[src/verilog/sys_bus_pkg.sv]
package sys_bus_pkg;

  ////////////////////////////////////////
  // Bus geometry
  ////////////////////////////////////////

  localparam int ADDR_W   = 16;  // Byte address
  localparam int DATA_W   = 32;
  localparam int REGION_W = 4;   // Region number in addr[15:12]
  localparam int OFS_W    = ADDR_W - REGION_W;  // Offset inside a region

  // Region numbers
  localparam logic [REGION_W-1:0] REGION_HK   = 4'd0;  // Housekeeping
  localparam logic [REGION_W-1:0] REGION_CTRL = 4'd1;  // Feedback control

  ////////////////////////////////////////
  // Request and response words
  ////////////////////////////////////////

  // One cycle strobe, wen or ren
  typedef struct packed {
    logic [ADDR_W-1:0] addr;
    logic [DATA_W-1:0] wdata;
    logic              wen;
    logic              ren;
  } sys_req_t;

  typedef struct packed {
    logic [DATA_W-1:0] rdata;  // Valid with ack
    logic              ack;
    logic              err;
  } sys_rsp_t;

endpackage
[src/verilog/analog_pkg.sv]
package analog_pkg;

  ////////////////////////////////////////
  // Sample formats
  ////////////////////////////////////////

  localparam int N_CH      = 2;
  localparam int CH_IDX_W  = $clog2(N_CH);
  localparam int ADC_RAW_W = 16;  // Two reserved LSBs
  localparam int SMP_W     = 14;

  typedef logic signed [SMP_W-1:0] sample_t;
  typedef sample_t [N_CH-1:0] sample_arr_t;

  // Gain in Q3.12, 4096 is unity
  localparam int GAIN_W    = 16;
  localparam int GAIN_FRAC = 12;
  localparam int PROD_W    = SMP_W + GAIN_W;     // Full product
  localparam int MUL_W     = PROD_W - GAIN_FRAC; // Product after scaling
  localparam int SUM_W     = MUL_W + 1;          // Product plus level

  typedef logic signed [GAIN_W-1:0] gain_t;

  typedef struct packed {
    sample_t level;  // Set-point
    gain_t   gain;
  } ch_cfg_t;

  typedef ch_cfg_t [N_CH-1:0] ch_cfg_arr_t;

  ////////////////////////////////////////
  // Register map
  ////////////////////////////////////////

  localparam logic [31:0] HK_ID = 32'h414e_0001;

  localparam logic [sys_bus_pkg::OFS_W-1:0] OFS_HK_ID    = 'h00;
  localparam logic [sys_bus_pkg::OFS_W-1:0] OFS_HK_LOOP  = 'h04;
  localparam logic [sys_bus_pkg::OFS_W-1:0] OFS_HK_LED   = 'h08;
  localparam logic [sys_bus_pkg::OFS_W-1:0] OFS_CH_LEVEL = 'h00;  // Within a channel
  localparam logic [sys_bus_pkg::OFS_W-1:0] OFS_CH_GAIN  = 'h04;
  localparam logic [sys_bus_pkg::OFS_W-1:0] CH_STRIDE    = 'h10;  // Channel spacing

  // Negative slope offset binary <-> two's complement, same both ways
  function automatic logic [SMP_W-1:0] flip_slope(input logic [SMP_W-1:0] code);
    return {code[SMP_W-1], ~code[SMP_W-2:0]};
  endfunction

endpackage

[src/verilog/adc_frontend.sv]
`timescale 1ns/100ps

module adc_frontend (
  input  logic                    adc_clk,
  input  logic                    rst_n_i,
  input  logic [analog_pkg::N_CH-1:0][analog_pkg::ADC_RAW_W-1:0] adc_dat_i,  // Raw pins
  input  logic                    digital_loop_i,
  input  analog_pkg::sample_arr_t dac_smp_i,  // Saturated mixer output
  output analog_pkg::sample_arr_t smp_o       // Two's complement samples
);

  // Upper 14 bits of each raw word
  logic [analog_pkg::N_CH-1:0][analog_pkg::SMP_W-1:0] adc_raw;

  ////////////////////////////////////////
  // Input register
  ////////////////////////////////////////

  always_ff @(posedge adc_clk)
  begin
    if (!rst_n_i)
      adc_raw <= '0;
    else
      for (int i = 0; i < analog_pkg::N_CH; i++)
        adc_raw[i] <= adc_dat_i[i][analog_pkg::ADC_RAW_W-1 -: analog_pkg::SMP_W];  // Drop LSBs
  end

  // Format conversion and loopback select
  always_comb
  begin
    for (int i = 0; i < analog_pkg::N_CH; i++)
    begin
      if (digital_loop_i)
        smp_o[i] = dac_smp_i[i];
      else
        smp_o[i] = analog_pkg::flip_slope(adc_raw[i]);  // Neg slope to signed
    end
  end

endmodule

[src/verilog/analog_top.sv]
`timescale 1ns/100ps

module analog_top (
  input  logic                  adc_clk,
  input  logic                  rst_n_i,
  input  sys_bus_pkg::sys_req_t sys_req_i,
  output sys_bus_pkg::sys_rsp_t sys_rsp_o,
  input  logic [analog_pkg::N_CH-1:0][analog_pkg::ADC_RAW_W-1:0] adc_dat_i,
  output logic [analog_pkg::N_CH-1:0][analog_pkg::SMP_W-1:0]     dac_dat_o,  // Parallel port
  output logic [7:0]            led_o
);

  sys_bus_pkg::sys_req_t   hk_req, ctrl_req;
  sys_bus_pkg::sys_rsp_t   hk_rsp, ctrl_rsp;
  logic                    digital_loop;
  analog_pkg::ch_cfg_arr_t ch_cfg;
  analog_pkg::sample_arr_t adc_smp;  // After conversion or loopback
  analog_pkg::sample_arr_t dac_smp;  // Mixer output fed back

  ////////////////////////////////////////
  // Register bus
  ////////////////////////////////////////

  sys_bus_decoder i_sys_bus_decoder (
    .adc_clk    (adc_clk  ),
    .rst_n_i    (rst_n_i  ),
    .req_i      (sys_req_i),
    .hk_req_o   (hk_req   ),
    .ctrl_req_o (ctrl_req ),
    .hk_rsp_i   (hk_rsp   ),
    .ctrl_rsp_i (ctrl_rsp ),
    .rsp_o      (sys_rsp_o)
  );

  hk_regs i_hk_regs (
    .adc_clk        (adc_clk     ),
    .rst_n_i        (rst_n_i     ),
    .req_i          (hk_req      ),
    .rsp_o          (hk_rsp      ),
    .digital_loop_o (digital_loop),
    .led_o          (led_o       )
  );

  ////////////////////////////////////////
  // Data path
  ////////////////////////////////////////

  adc_frontend i_adc_frontend (
    .adc_clk        (adc_clk     ),
    .rst_n_i        (rst_n_i     ),
    .adc_dat_i      (adc_dat_i   ),
    .digital_loop_i (digital_loop),
    .dac_smp_i      (dac_smp     ),
    .smp_o          (adc_smp     )
  );

  ctrl_regs i_ctrl_regs (
    .adc_clk  (adc_clk ),
    .rst_n_i  (rst_n_i ),
    .req_i    (ctrl_req),
    .rsp_o    (ctrl_rsp),
    .ch_cfg_o (ch_cfg  )
  );

  feedback_mixer i_feedback_mixer (
    .adc_clk   (adc_clk  ),
    .rst_n_i   (rst_n_i  ),
    .smp_i     (adc_smp  ),
    .ch_cfg_i  (ch_cfg   ),
    .dac_smp_o (dac_smp  ),
    .dac_dat_o (dac_dat_o)
  );

endmodule

[src/verilog/ctrl_regs.sv]
`timescale 1ns/100ps

module ctrl_regs (
  input  logic                   adc_clk,
  input  logic                   rst_n_i,
  input  sys_bus_pkg::sys_req_t  req_i,
  output sys_bus_pkg::sys_rsp_t  rsp_o,
  output analog_pkg::ch_cfg_arr_t ch_cfg_o  // Level and gain per channel
);

  localparam int LVL_EXT  = sys_bus_pkg::DATA_W - analog_pkg::SMP_W;
  localparam int GAIN_EXT = sys_bus_pkg::DATA_W - analog_pkg::GAIN_W;

  logic [sys_bus_pkg::OFS_W-1:0]  ofs;
  logic [sys_bus_pkg::OFS_W-1:0]  ch_num;   // addr[11:4]
  logic [sys_bus_pkg::OFS_W-1:0]  field;    // addr[3:0]
  logic [analog_pkg::CH_IDX_W-1:0] ch_idx;
  analog_pkg::ch_cfg_t            ch_cfg;   // Addressed channel
  logic [sys_bus_pkg::DATA_W-1:0] rdata;
  logic hit;

  ////////////////////////////////////////
  // Address decode
  ////////////////////////////////////////

  assign ofs    = req_i.addr[sys_bus_pkg::OFS_W-1:0];
  assign ch_num = ofs / analog_pkg::CH_STRIDE;
  assign field  = ofs % analog_pkg::CH_STRIDE;
  assign ch_idx = ch_num[analog_pkg::CH_IDX_W-1:0];

  always_comb
  begin
    ch_cfg = ch_cfg_o[ch_idx];
    hit    = (ch_num < analog_pkg::N_CH);  // Channel must exist
    rdata  = '0;
    case (field)
      analog_pkg::OFS_CH_LEVEL: rdata = {{LVL_EXT{ch_cfg.level[analog_pkg::SMP_W-1]}},
                                         ch_cfg.level};
      analog_pkg::OFS_CH_GAIN:  rdata = {{GAIN_EXT{ch_cfg.gain[analog_pkg::GAIN_W-1]}},
                                         ch_cfg.gain};
      default:                  hit = 1'b0;
    endcase
  end

  ////////////////////////////////////////
  // Registers
  ////////////////////////////////////////

  always_ff @(posedge adc_clk)
  begin
    if (!rst_n_i)
    begin
      ch_cfg_o  <= '0;
      rsp_o.ack <= 1'b0;
      rsp_o.err <= 1'b0;
    end
    else
    begin
      if (req_i.wen && hit)
      begin
        if (field == analog_pkg::OFS_CH_LEVEL)
          ch_cfg_o[ch_idx].level <= req_i.wdata[analog_pkg::SMP_W-1:0];  // Low bits only
        else
          ch_cfg_o[ch_idx].gain <= req_i.wdata[analog_pkg::GAIN_W-1:0];
      end
      rsp_o.ack <= req_i.wen | req_i.ren;
      rsp_o.err <= (req_i.wen | req_i.ren) & ~hit;
    end
  end

  always_ff @(posedge adc_clk)
  begin
    if (req_i.ren)
      rsp_o.rdata <= rdata;  // Sign-extended
  end

endmodule

[src/verilog/feedback_mixer.sv]
`timescale 1ns/100ps

module feedback_mixer (
  input  logic                    adc_clk,
  input  logic                    rst_n_i,
  input  analog_pkg::sample_arr_t smp_i,
  input  analog_pkg::ch_cfg_arr_t ch_cfg_i,
  output analog_pkg::sample_arr_t dac_smp_o,  // Saturated, signed
  output logic [analog_pkg::N_CH-1:0][analog_pkg::SMP_W-1:0] dac_dat_o  // DAC code
);

  logic signed [analog_pkg::PROD_W-1:0] prod  [analog_pkg::N_CH];
  logic signed [analog_pkg::MUL_W-1:0]  mul_q [analog_pkg::N_CH];  // Stage 1
  logic signed [analog_pkg::SUM_W-1:0]  sum   [analog_pkg::N_CH];
  analog_pkg::sample_t                  sat   [analog_pkg::N_CH];

  ////////////////////////////////////////
  // Stage 1, gain
  ////////////////////////////////////////

  always_comb
  begin
    for (int i = 0; i < analog_pkg::N_CH; i++)
      prod[i] = smp_i[i] * ch_cfg_i[i].gain;  // Full signed product
  end

  always_ff @(posedge adc_clk)
  begin
    for (int i = 0; i < analog_pkg::N_CH; i++)
    begin
      if (!rst_n_i)
        mul_q[i] <= '0;
      else
        mul_q[i] <= prod[i][analog_pkg::PROD_W-1:analog_pkg::GAIN_FRAC];  // Same as >>> 12
    end
  end

  ////////////////////////////////////////
  // Stage 2, level and saturation
  ////////////////////////////////////////

  always_comb
  begin
    for (int i = 0; i < analog_pkg::N_CH; i++)
    begin
      sum[i] = mul_q[i] + ch_cfg_i[i].level;
      // Fits when all bits above the sample sign agree with it
      if (&sum[i][analog_pkg::SUM_W-1:analog_pkg::SMP_W-1] ||
          ~|sum[i][analog_pkg::SUM_W-1:analog_pkg::SMP_W-1])
        sat[i] = sum[i][analog_pkg::SMP_W-1:0];
      else
        sat[i] = {sum[i][analog_pkg::SUM_W-1],
                  {(analog_pkg::SMP_W-1){~sum[i][analog_pkg::SUM_W-1]}}};  // +8191 or -8192
    end
  end

  always_ff @(posedge adc_clk)
  begin
    for (int i = 0; i < analog_pkg::N_CH; i++)
    begin
      if (!rst_n_i)
      begin
        dac_smp_o[i] <= '0;
        dac_dat_o[i] <= analog_pkg::flip_slope('0);  // Mid-scale code 14'h1fff
      end
      else
      begin
        dac_smp_o[i] <= sat[i];
        dac_dat_o[i] <= analog_pkg::flip_slope(sat[i]);  // Back to neg slope
      end
    end
  end

endmodule

[src/verilog/hk_regs.sv]
`timescale 1ns/100ps

module hk_regs (
  input  logic                  adc_clk,
  input  logic                  rst_n_i,
  input  sys_bus_pkg::sys_req_t req_i,
  output sys_bus_pkg::sys_rsp_t rsp_o,
  output logic                  digital_loop_o,  // DAC values back into ADC path
  output logic [7:0]            led_o
);

  logic [sys_bus_pkg::OFS_W-1:0]  ofs;
  logic [sys_bus_pkg::DATA_W-1:0] rdata;
  logic hit;  // Offset is mapped

  assign ofs = req_i.addr[sys_bus_pkg::OFS_W-1:0];

  // Read mux and address check
  always_comb
  begin
    hit   = 1'b1;
    rdata = '0;
    case (ofs)
      analog_pkg::OFS_HK_ID:   rdata = analog_pkg::HK_ID;
      analog_pkg::OFS_HK_LOOP: rdata[0] = digital_loop_o;
      analog_pkg::OFS_HK_LED:  rdata[7:0] = led_o;
      default:                 hit = 1'b0;
    endcase
  end

  always_ff @(posedge adc_clk)
  begin
    if (!rst_n_i)
    begin
      digital_loop_o <= 1'b0;
      led_o          <= '0;
      rsp_o.ack      <= 1'b0;
      rsp_o.err      <= 1'b0;
    end
    else
    begin
      if (req_i.wen && ofs == analog_pkg::OFS_HK_LOOP)
        digital_loop_o <= req_i.wdata[0];
      if (req_i.wen && ofs == analog_pkg::OFS_HK_LED)
        led_o <= req_i.wdata[7:0];
      rsp_o.ack <= req_i.wen | req_i.ren;              // One cycle after strobe
      rsp_o.err <= (req_i.wen | req_i.ren) & ~hit;     // ID writes are dropped quietly
    end
  end

  // Read data
  always_ff @(posedge adc_clk)
  begin
    if (req_i.ren)
      rsp_o.rdata <= rdata;
  end

endmodule

[src/verilog/sys_bus_decoder.sv]
`timescale 1ns/100ps

module sys_bus_decoder (
  input  logic                  adc_clk,
  input  logic                  rst_n_i,
  input  sys_bus_pkg::sys_req_t req_i,       // From bus master
  output sys_bus_pkg::sys_req_t hk_req_o,
  output sys_bus_pkg::sys_req_t ctrl_req_o,
  input  sys_bus_pkg::sys_rsp_t hk_rsp_i,
  input  sys_bus_pkg::sys_rsp_t ctrl_rsp_i,
  output sys_bus_pkg::sys_rsp_t rsp_o        // Back to master
);

  logic [sys_bus_pkg::REGION_W-1:0] region;
  logic [sys_bus_pkg::REGION_W-1:0] region_q;  // Region of last request
  logic strobe;
  logic hk_sel;
  logic ctrl_sel;
  logic miss_q;  // Unmapped region pending

  ////////////////////////////////////////
  // Request side
  ////////////////////////////////////////

  assign region   = req_i.addr[sys_bus_pkg::ADDR_W-1 -: sys_bus_pkg::REGION_W];
  assign strobe   = req_i.wen | req_i.ren;
  assign hk_sel   = (region == sys_bus_pkg::REGION_HK);
  assign ctrl_sel = (region == sys_bus_pkg::REGION_CTRL);

  // Address and data go everywhere, strobes only to the selected block
  always_comb
  begin
    hk_req_o       = req_i;
    hk_req_o.wen   = req_i.wen & hk_sel;
    hk_req_o.ren   = req_i.ren & hk_sel;
    ctrl_req_o     = req_i;
    ctrl_req_o.wen = req_i.wen & ctrl_sel;
    ctrl_req_o.ren = req_i.ren & ctrl_sel;
  end

  always_ff @(posedge adc_clk)
  begin
    if (!rst_n_i)
    begin
      region_q <= sys_bus_pkg::REGION_HK;
      miss_q   <= 1'b0;
    end
    else
    begin
      if (strobe)
        region_q <= region;  // Held until next request
      miss_q <= strobe & ~hk_sel & ~ctrl_sel;
    end
  end

  ////////////////////////////////////////
  // Response side
  ////////////////////////////////////////

  always_comb
  begin
    case (region_q)
      sys_bus_pkg::REGION_HK:   rsp_o = hk_rsp_i;
      sys_bus_pkg::REGION_CTRL: rsp_o = ctrl_rsp_i;
      default:                  rsp_o = '{rdata: '0, ack: miss_q, err: miss_q};
    endcase
  end

endmodule

[config.mk]
export PLATFORM = sky130hd
export DESIGN_NAME = analog_top
export DESIGN_NICKNAME = d
export VERILOG_FILES = /design/src/verilog/sys_bus_pkg.sv /design/src/verilog/analog_pkg.sv /design/src/verilog/adc_frontend.sv /design/src/verilog/analog_top.sv /design/src/verilog/ctrl_regs.sv /design/src/verilog/feedback_mixer.sv /design/src/verilog/hk_regs.sv /design/src/verilog/sys_bus_decoder.sv
export SDC_FILE = /design/constraint.sdc
export NUM_CORES = 2
export LEC_CHECK = 0
export ABC_AREA = 1
export BUFFER_PORTS_ARGS = -buffer_cell sky130_fd_sc_hd__clkbuf_2
export CAP_MARGIN = 20
export CORE_MARGIN = 8
export CORE_UTILIZATION = 50
export CTS_BUF_LIST = sky130_fd_sc_hd__clkbuf_8
export CTS_CLUSTER_SIZE = 14
export DETAILED_ROUTE_END_ITERATION = 10
export PLACE_DENSITY = 0.7
export SLEW_MARGIN = 20
export SYNTH_ARGS = -nofsm -noshare
export SYNTH_HDL_FRONTEND = slang
export SYNTH_HIERARCHICAL = 1
export SYNTH_SLANG_ARGS = --single-unit
[constraint.sdc]
create_clock -name adc_clk -period 5.6 [get_ports adc_clk]
set_clock_uncertainty 0.2 [all_clocks]
set_input_delay 0.56 -clock adc_clk [delete_from_list [all_inputs] [get_ports adc_clk]]
set_output_delay 0.56 -clock adc_clk [all_outputs]
set_load 0.01 [all_outputs]
* Yosys cells after proc, flatten, opt, wreduce, memory -nomap -nowiden
Memory sizes are Yosys's and may differ from the RTL's. Cells that the tools add are included.
Storage, ports and cells: register bits after elaboration 226, memory bits (writable) 36, input bits 84, output and inout port bits 70, word-level logic and storage cells 98, memories kept 1
Cells by class: $add $sub $neg 2, multiply operators 2, order comparisons 3, equality and inequality tests 5, muxes and demuxes 23, bitwise gates (word level) 23, reductions and logical operators 18
Memory list:
- i_feedback_mixer.mul_q | words 2, width 18, rd ports 2, clocked after Yosys merged registers in 0, write ports 2, line feedback_mixer.sv:13 | logic signed [analog_pkg::MUL_W-1:0] mul_q [analog_pkg::N_CH];
Operators with widths (number):
- bitwise mux 60 bit | 2
- 2-to-1 mux 30 bit | 3
- case mux 34 bit (2 select lines) | 1
- case mux 32 bit (2 select lines) | 1
- demux 30 bit (select 1 bit) | 2
- multiplier 14 x 16 -> 30 bit | 2
- 2-to-1 mux 60 bit | 1
- 2-to-1 mux 14 bit | 4
- NOT 13 bit | 4
- adder 18 x 14 -> 19 bit | 2
- 2-to-1 mux 18 bit | 2
- logical NOT 12 bit | 2
- 2-to-1 mux 23 bit | 1
- 2-to-1 mux 16 bit | 1
- == test 12 x 3 -> 1 bit, second input constant | 1
- == test 12 x 4 -> 1 bit, second input constant | 1
- AND reduction 6 bit | 2
- OR reduction 6 bit | 2
- bitwise AND 1 bit | 8
- == test 4 x 1 -> 1 bit, second input constant | 2
- logical NOT 4 bit | 2
- less-than comparator 8 x 2 -> 1 bit, second input constant | 1
- NOT 1 bit | 6
- OR 1 bit | 5
- other kinds (10) | 18

* Logic depth before layout (Yosys ltp)
An unclocked memory read counts as a cell.
depth in word-level cells 7, depth in mapped cells 32, depth with buffers taken out 28

* Hierarchy
The synthesis kept the hierarchy.
Modules (own cells, without submodules):
- feedback_mixer | times used 1, cells each 3038, area an instance 22434.0 µm², sequential area each 1801.7 µm²
- ctrl_regs | times used 1, cells each 522, area an instance 3688.5 µm², sequential area each 1721.7 µm²
- sys_bus_decoder | times used 1, cells each 252, area an instance 1747.9 µm², sequential area each 100.1 µm²
- adc_frontend | times used 1, cells each 152, area an instance 1193.6 µm², sequential area each 560.5 µm²
- hk_regs | times used 1, cells each 145, area an instance 1117.3 µm², sequential area each 490.5 µm²

* Worst setup path after synthesis
OpenSTA, ideal clock, no wires.
path kind register -> register, from register i_hk_regs.digital_loop_o, to memory i_feedback_mixer/mul_q[0][12] (netlist bit), setup time 113 ps, arrival 5871 ps, required time 5287 ps, slack -584 ps, stages on the path, launching flop included 27, buffers on the path 4, clock period less this slack 6184 ps, cells stage by stage dfxtp_1 buf_6 buf_4 nand2_1 o21ai_2 clkbuf_1 clkbuf_1 nand2_1 fa_1 inv_1 fa_1 inv_1 fa_1 inv_1 fa_1 fa_1 inv_1 fa_1 inv_1 ha_1 a21o_1 a21boi_0 o211ai_1 a31oi_1 nand2_1 nand2_1 nor2_1
RTL lines:
- start: declaration | line hk_regs.sv:8 | output logic digital_loop_o,
- start signal: assignment | line hk_regs.sv:43 | digital_loop_o <= req_i.wdata[0];
- end: declaration | line feedback_mixer.sv:13

==> impl_metrics.py <==
metrics = {
    "clock_tree": {
        "clk_pin_slew_worst_paths_ns": 0.07,
        "cts_sinks": 221,
        "cts_max_level": 2,
        "cts_tree": "yes",
        "cts-root-buf": "clkbuf_8",
        "clk_latency_ns": 0.63,
        "cts_buffers": 43,
        "clock_path_buffers": 3,
    },
    "grt": {
        "grt_usage_pct": 25.0,
        "grt_pass1_vias": 26200,
        "overflow": 0,
        "grt_max_degree": 67,
        "antenna_found_initial": 0,
        "grt_first_pass_wirelength_um": 136000,
    },
    "die": {
        "dieHeight_um": 260,
        "io_pins": 154,
        "rows": 89,
        "die_x_um": 260,
        "start_util_pct": 50.5,
        "die_area_um2": 67700,
        "coreArea_um2": 59000,
    },
    "power_and_ir_drop": {
        "cellLeakagePower_uw": 0.0212,
        "vdd_drop_max_v": 0.000184,
        "powerDensity_nw_per_um2": 118,
    },
    "critical_path": {
        "cp.required_ns": 5.90,
        "worstPathMaxFanout": 8,
        "arrival_ns": 6.42,
        "crit_type": "reg2reg",
        "end_kind": "flop",
        "startpoint_type": "flop",
    },
    "detailed_routing": {
        "vias": 25800,
        "ant_nets": 0,
        "wl_per_cell_um": 16.3,
        "routed_wl_um": 85300,
        "vias_per_cell": 4.94,
        "first_pass_iters": 5,
        "drc": 0,
        "drt_iter0_drc": 1908,
    },
    "finish": {
        "final_nets": 5120,
        "drive_gt1_share_pct": 23.1,
        "syn2layout_area_growth_pct": 23.6,
        "diodes": 0,
        "design_area_um2": 36900,
        "layoutNonFillerInstCount": 5232,
    },
    "placed_design": {
        "dpl.cell_count": 5057,
        "place.port_buffers": 133,
        "place_congestion": 0.922,
        "dp.final_hpwl_um": 66400,
        "place_ws_ns": -0.802,
        "place_area_um2": 33100,
    },
    "job": {
        "maxCapViolCount": 0,
    },
    "logic_synthesis": {
        "synth_warnings": 6,
        "netlist_instances": 4061,
        "avgSynthCellArea_um2": 7.34,
        "synth_area_um2": 29800,
    },
    "sta": {
        "fin_ws_ns": -0.519,
        "period_share_pct": 109,
        "rsz0062_at_grt": "true",
        "slew_headroom_pct": 25.5,
        "worstMarginPinSlew_ns": 1.12,
        "setup-violations-final": 36,
        "finalHoldViolCount": 0,
        "drv_slew": 0,
        "fmax_mhz": 163,
        "min_period_ns": 6.12,
        "worst_hold_slack_ns": 0.0731,
    },
    "run_status": {
        "violations": "negative setup slack",
        "status": "finished, violations left",
    },
    "min_path": {
        "worstHoldPathType": "in2reg",
    },
}
[final cells by class]
class                   instances  area (µm²)
clock buffers                  48         661
clock inverters                30         272
fillers                      5043       22200
inverters                    1018        3820
multi-input cells            2604       21800
flip-flops and latches        221        4680
well taps                     773         967
repair buffers                538        4620
[metrics by stage]
step	utilization [%]	TNS, ns	total power (µW)
finish	62.4	-13.55	4340
floorplan	-	-1.14	2200
CTS	60.9	-11.79	4330
global placement	56.0	-17.62	2420
detailed placement	56.0	-19.45	2430
global route	62.4	-20.24	4530
[cells in the final DEF (no fill, tap or decap), drive strengths merged, types with 7 or more instances in the layout]
cell / instances
a21o: 7
a21oi: 136
a31oi: 8
buf: 371
clkbuf: 183
clkinv: 15
conb: 18
dfxtp: 196
dlygate4sd3: 31
edfxtp: 25
fa: 438
ha: 172
inv: 1024
nand2: 1091
nand3: 143
nand4: 26
nor2: 332
nor3: 21
o211ai: 16
o21ai: 112
or2: 7
xnor2: 21
xor2: 23
[worst max-delay path: stages, from the launching register on]
cell and delay [ns]:
dfxtp_4 0.38, buf_12 0.16, buf_12 0.16, o21ai_4 0.26, buf_12 0.18, nand2_4 0.05, fa_1 0.52, fa_1 0.54
inv_2 0.04, fa_1 0.54, fa_1 0.42, fa_1 0.51, inv_2 0.04, fa_1 0.50, inv_2 0.05, ha_4 0.30
buf_6 0.11, nand2_4 0.06, nor2_1 0.20, buf_4 0.15, nand2_1 0.12, nor3_4 0.22, nor2_2 0.05, nand2_1 0.06
nand2_1 0.05, nor2_1 0.11
[repair_timing]
| item | in CTS | in global routing |
|---|---|---|
| endpoints found under the setup margin | 36 | 36 |
| resized for setup | 264 | 193 |
| endpoints found under the hold margin | 31 | 0 |
| hold buffers | 31 | 0 |
| gates cloned | 5 | 4 |
| setup buffers | 45 | 22 |
| pin swaps | 138 | 88 |
[registers in the layout, summed over array words and instances, names as in the netlist, 8 cells and up]
| register | flops |
|---|---|
| i_hk_regs/led_o | 8 |
| i_feedback_mixer/dac_dat_o | 26 |
| i_feedback_mixer/mul_q | 36 |
| i_feedback_mixer/dac_smp_o | 28 |
| i_adc_frontend/adc_raw | 28 |
| i_hk_regs/rsp_o | 11 |
| i_ctrl_regs/ch_cfg_o | 60 |
| i_ctrl_regs/rsp_o | 18 |
[report_power, final]
| part | internal [µW] | leakage, µW | switching [µW] |
|---|---|---|---|
| sequential | 1660 | 0.00185 | 40.5 |
| combinational | 347 | 0.0188 | 484 |
| clock | 990 | 0.000495 | 815 |
[routing by layer]
layer | vias to the layer above | global-route usage (%) | share of wire [%]
met1 | 12400 | 33.2 | 43
met5 | - | 0 | 0
li1 | 12500 | - | -
met3 | 148 | 3.43 | 6.7
met4 | 0 | 7.62 | 3.7
met2 | 827 | 42.0 | 47
[path summary, 6_finish.rpt]
check	slack (ns)	start	endpoint	depth (start not counted)
worst max register to register	-0.52	i_hk_regs/digital_loop_o	i_feedback_mixer/mul_q[1][17]	25
worst max-delay path	-0.52	i_hk_regs/digital_loop_o	i_feedback_mixer/mul_q[1][17]	25
worst min register to register	0.32	i_sys_bus_decoder/region_q[3]	i_sys_bus_decoder/region_q[3]	2
worst min-delay path	0.07	sys_req_i[17]	i_ctrl_regs/ch_cfg_o[45]	3
Power figures use the tool's default switching activity.
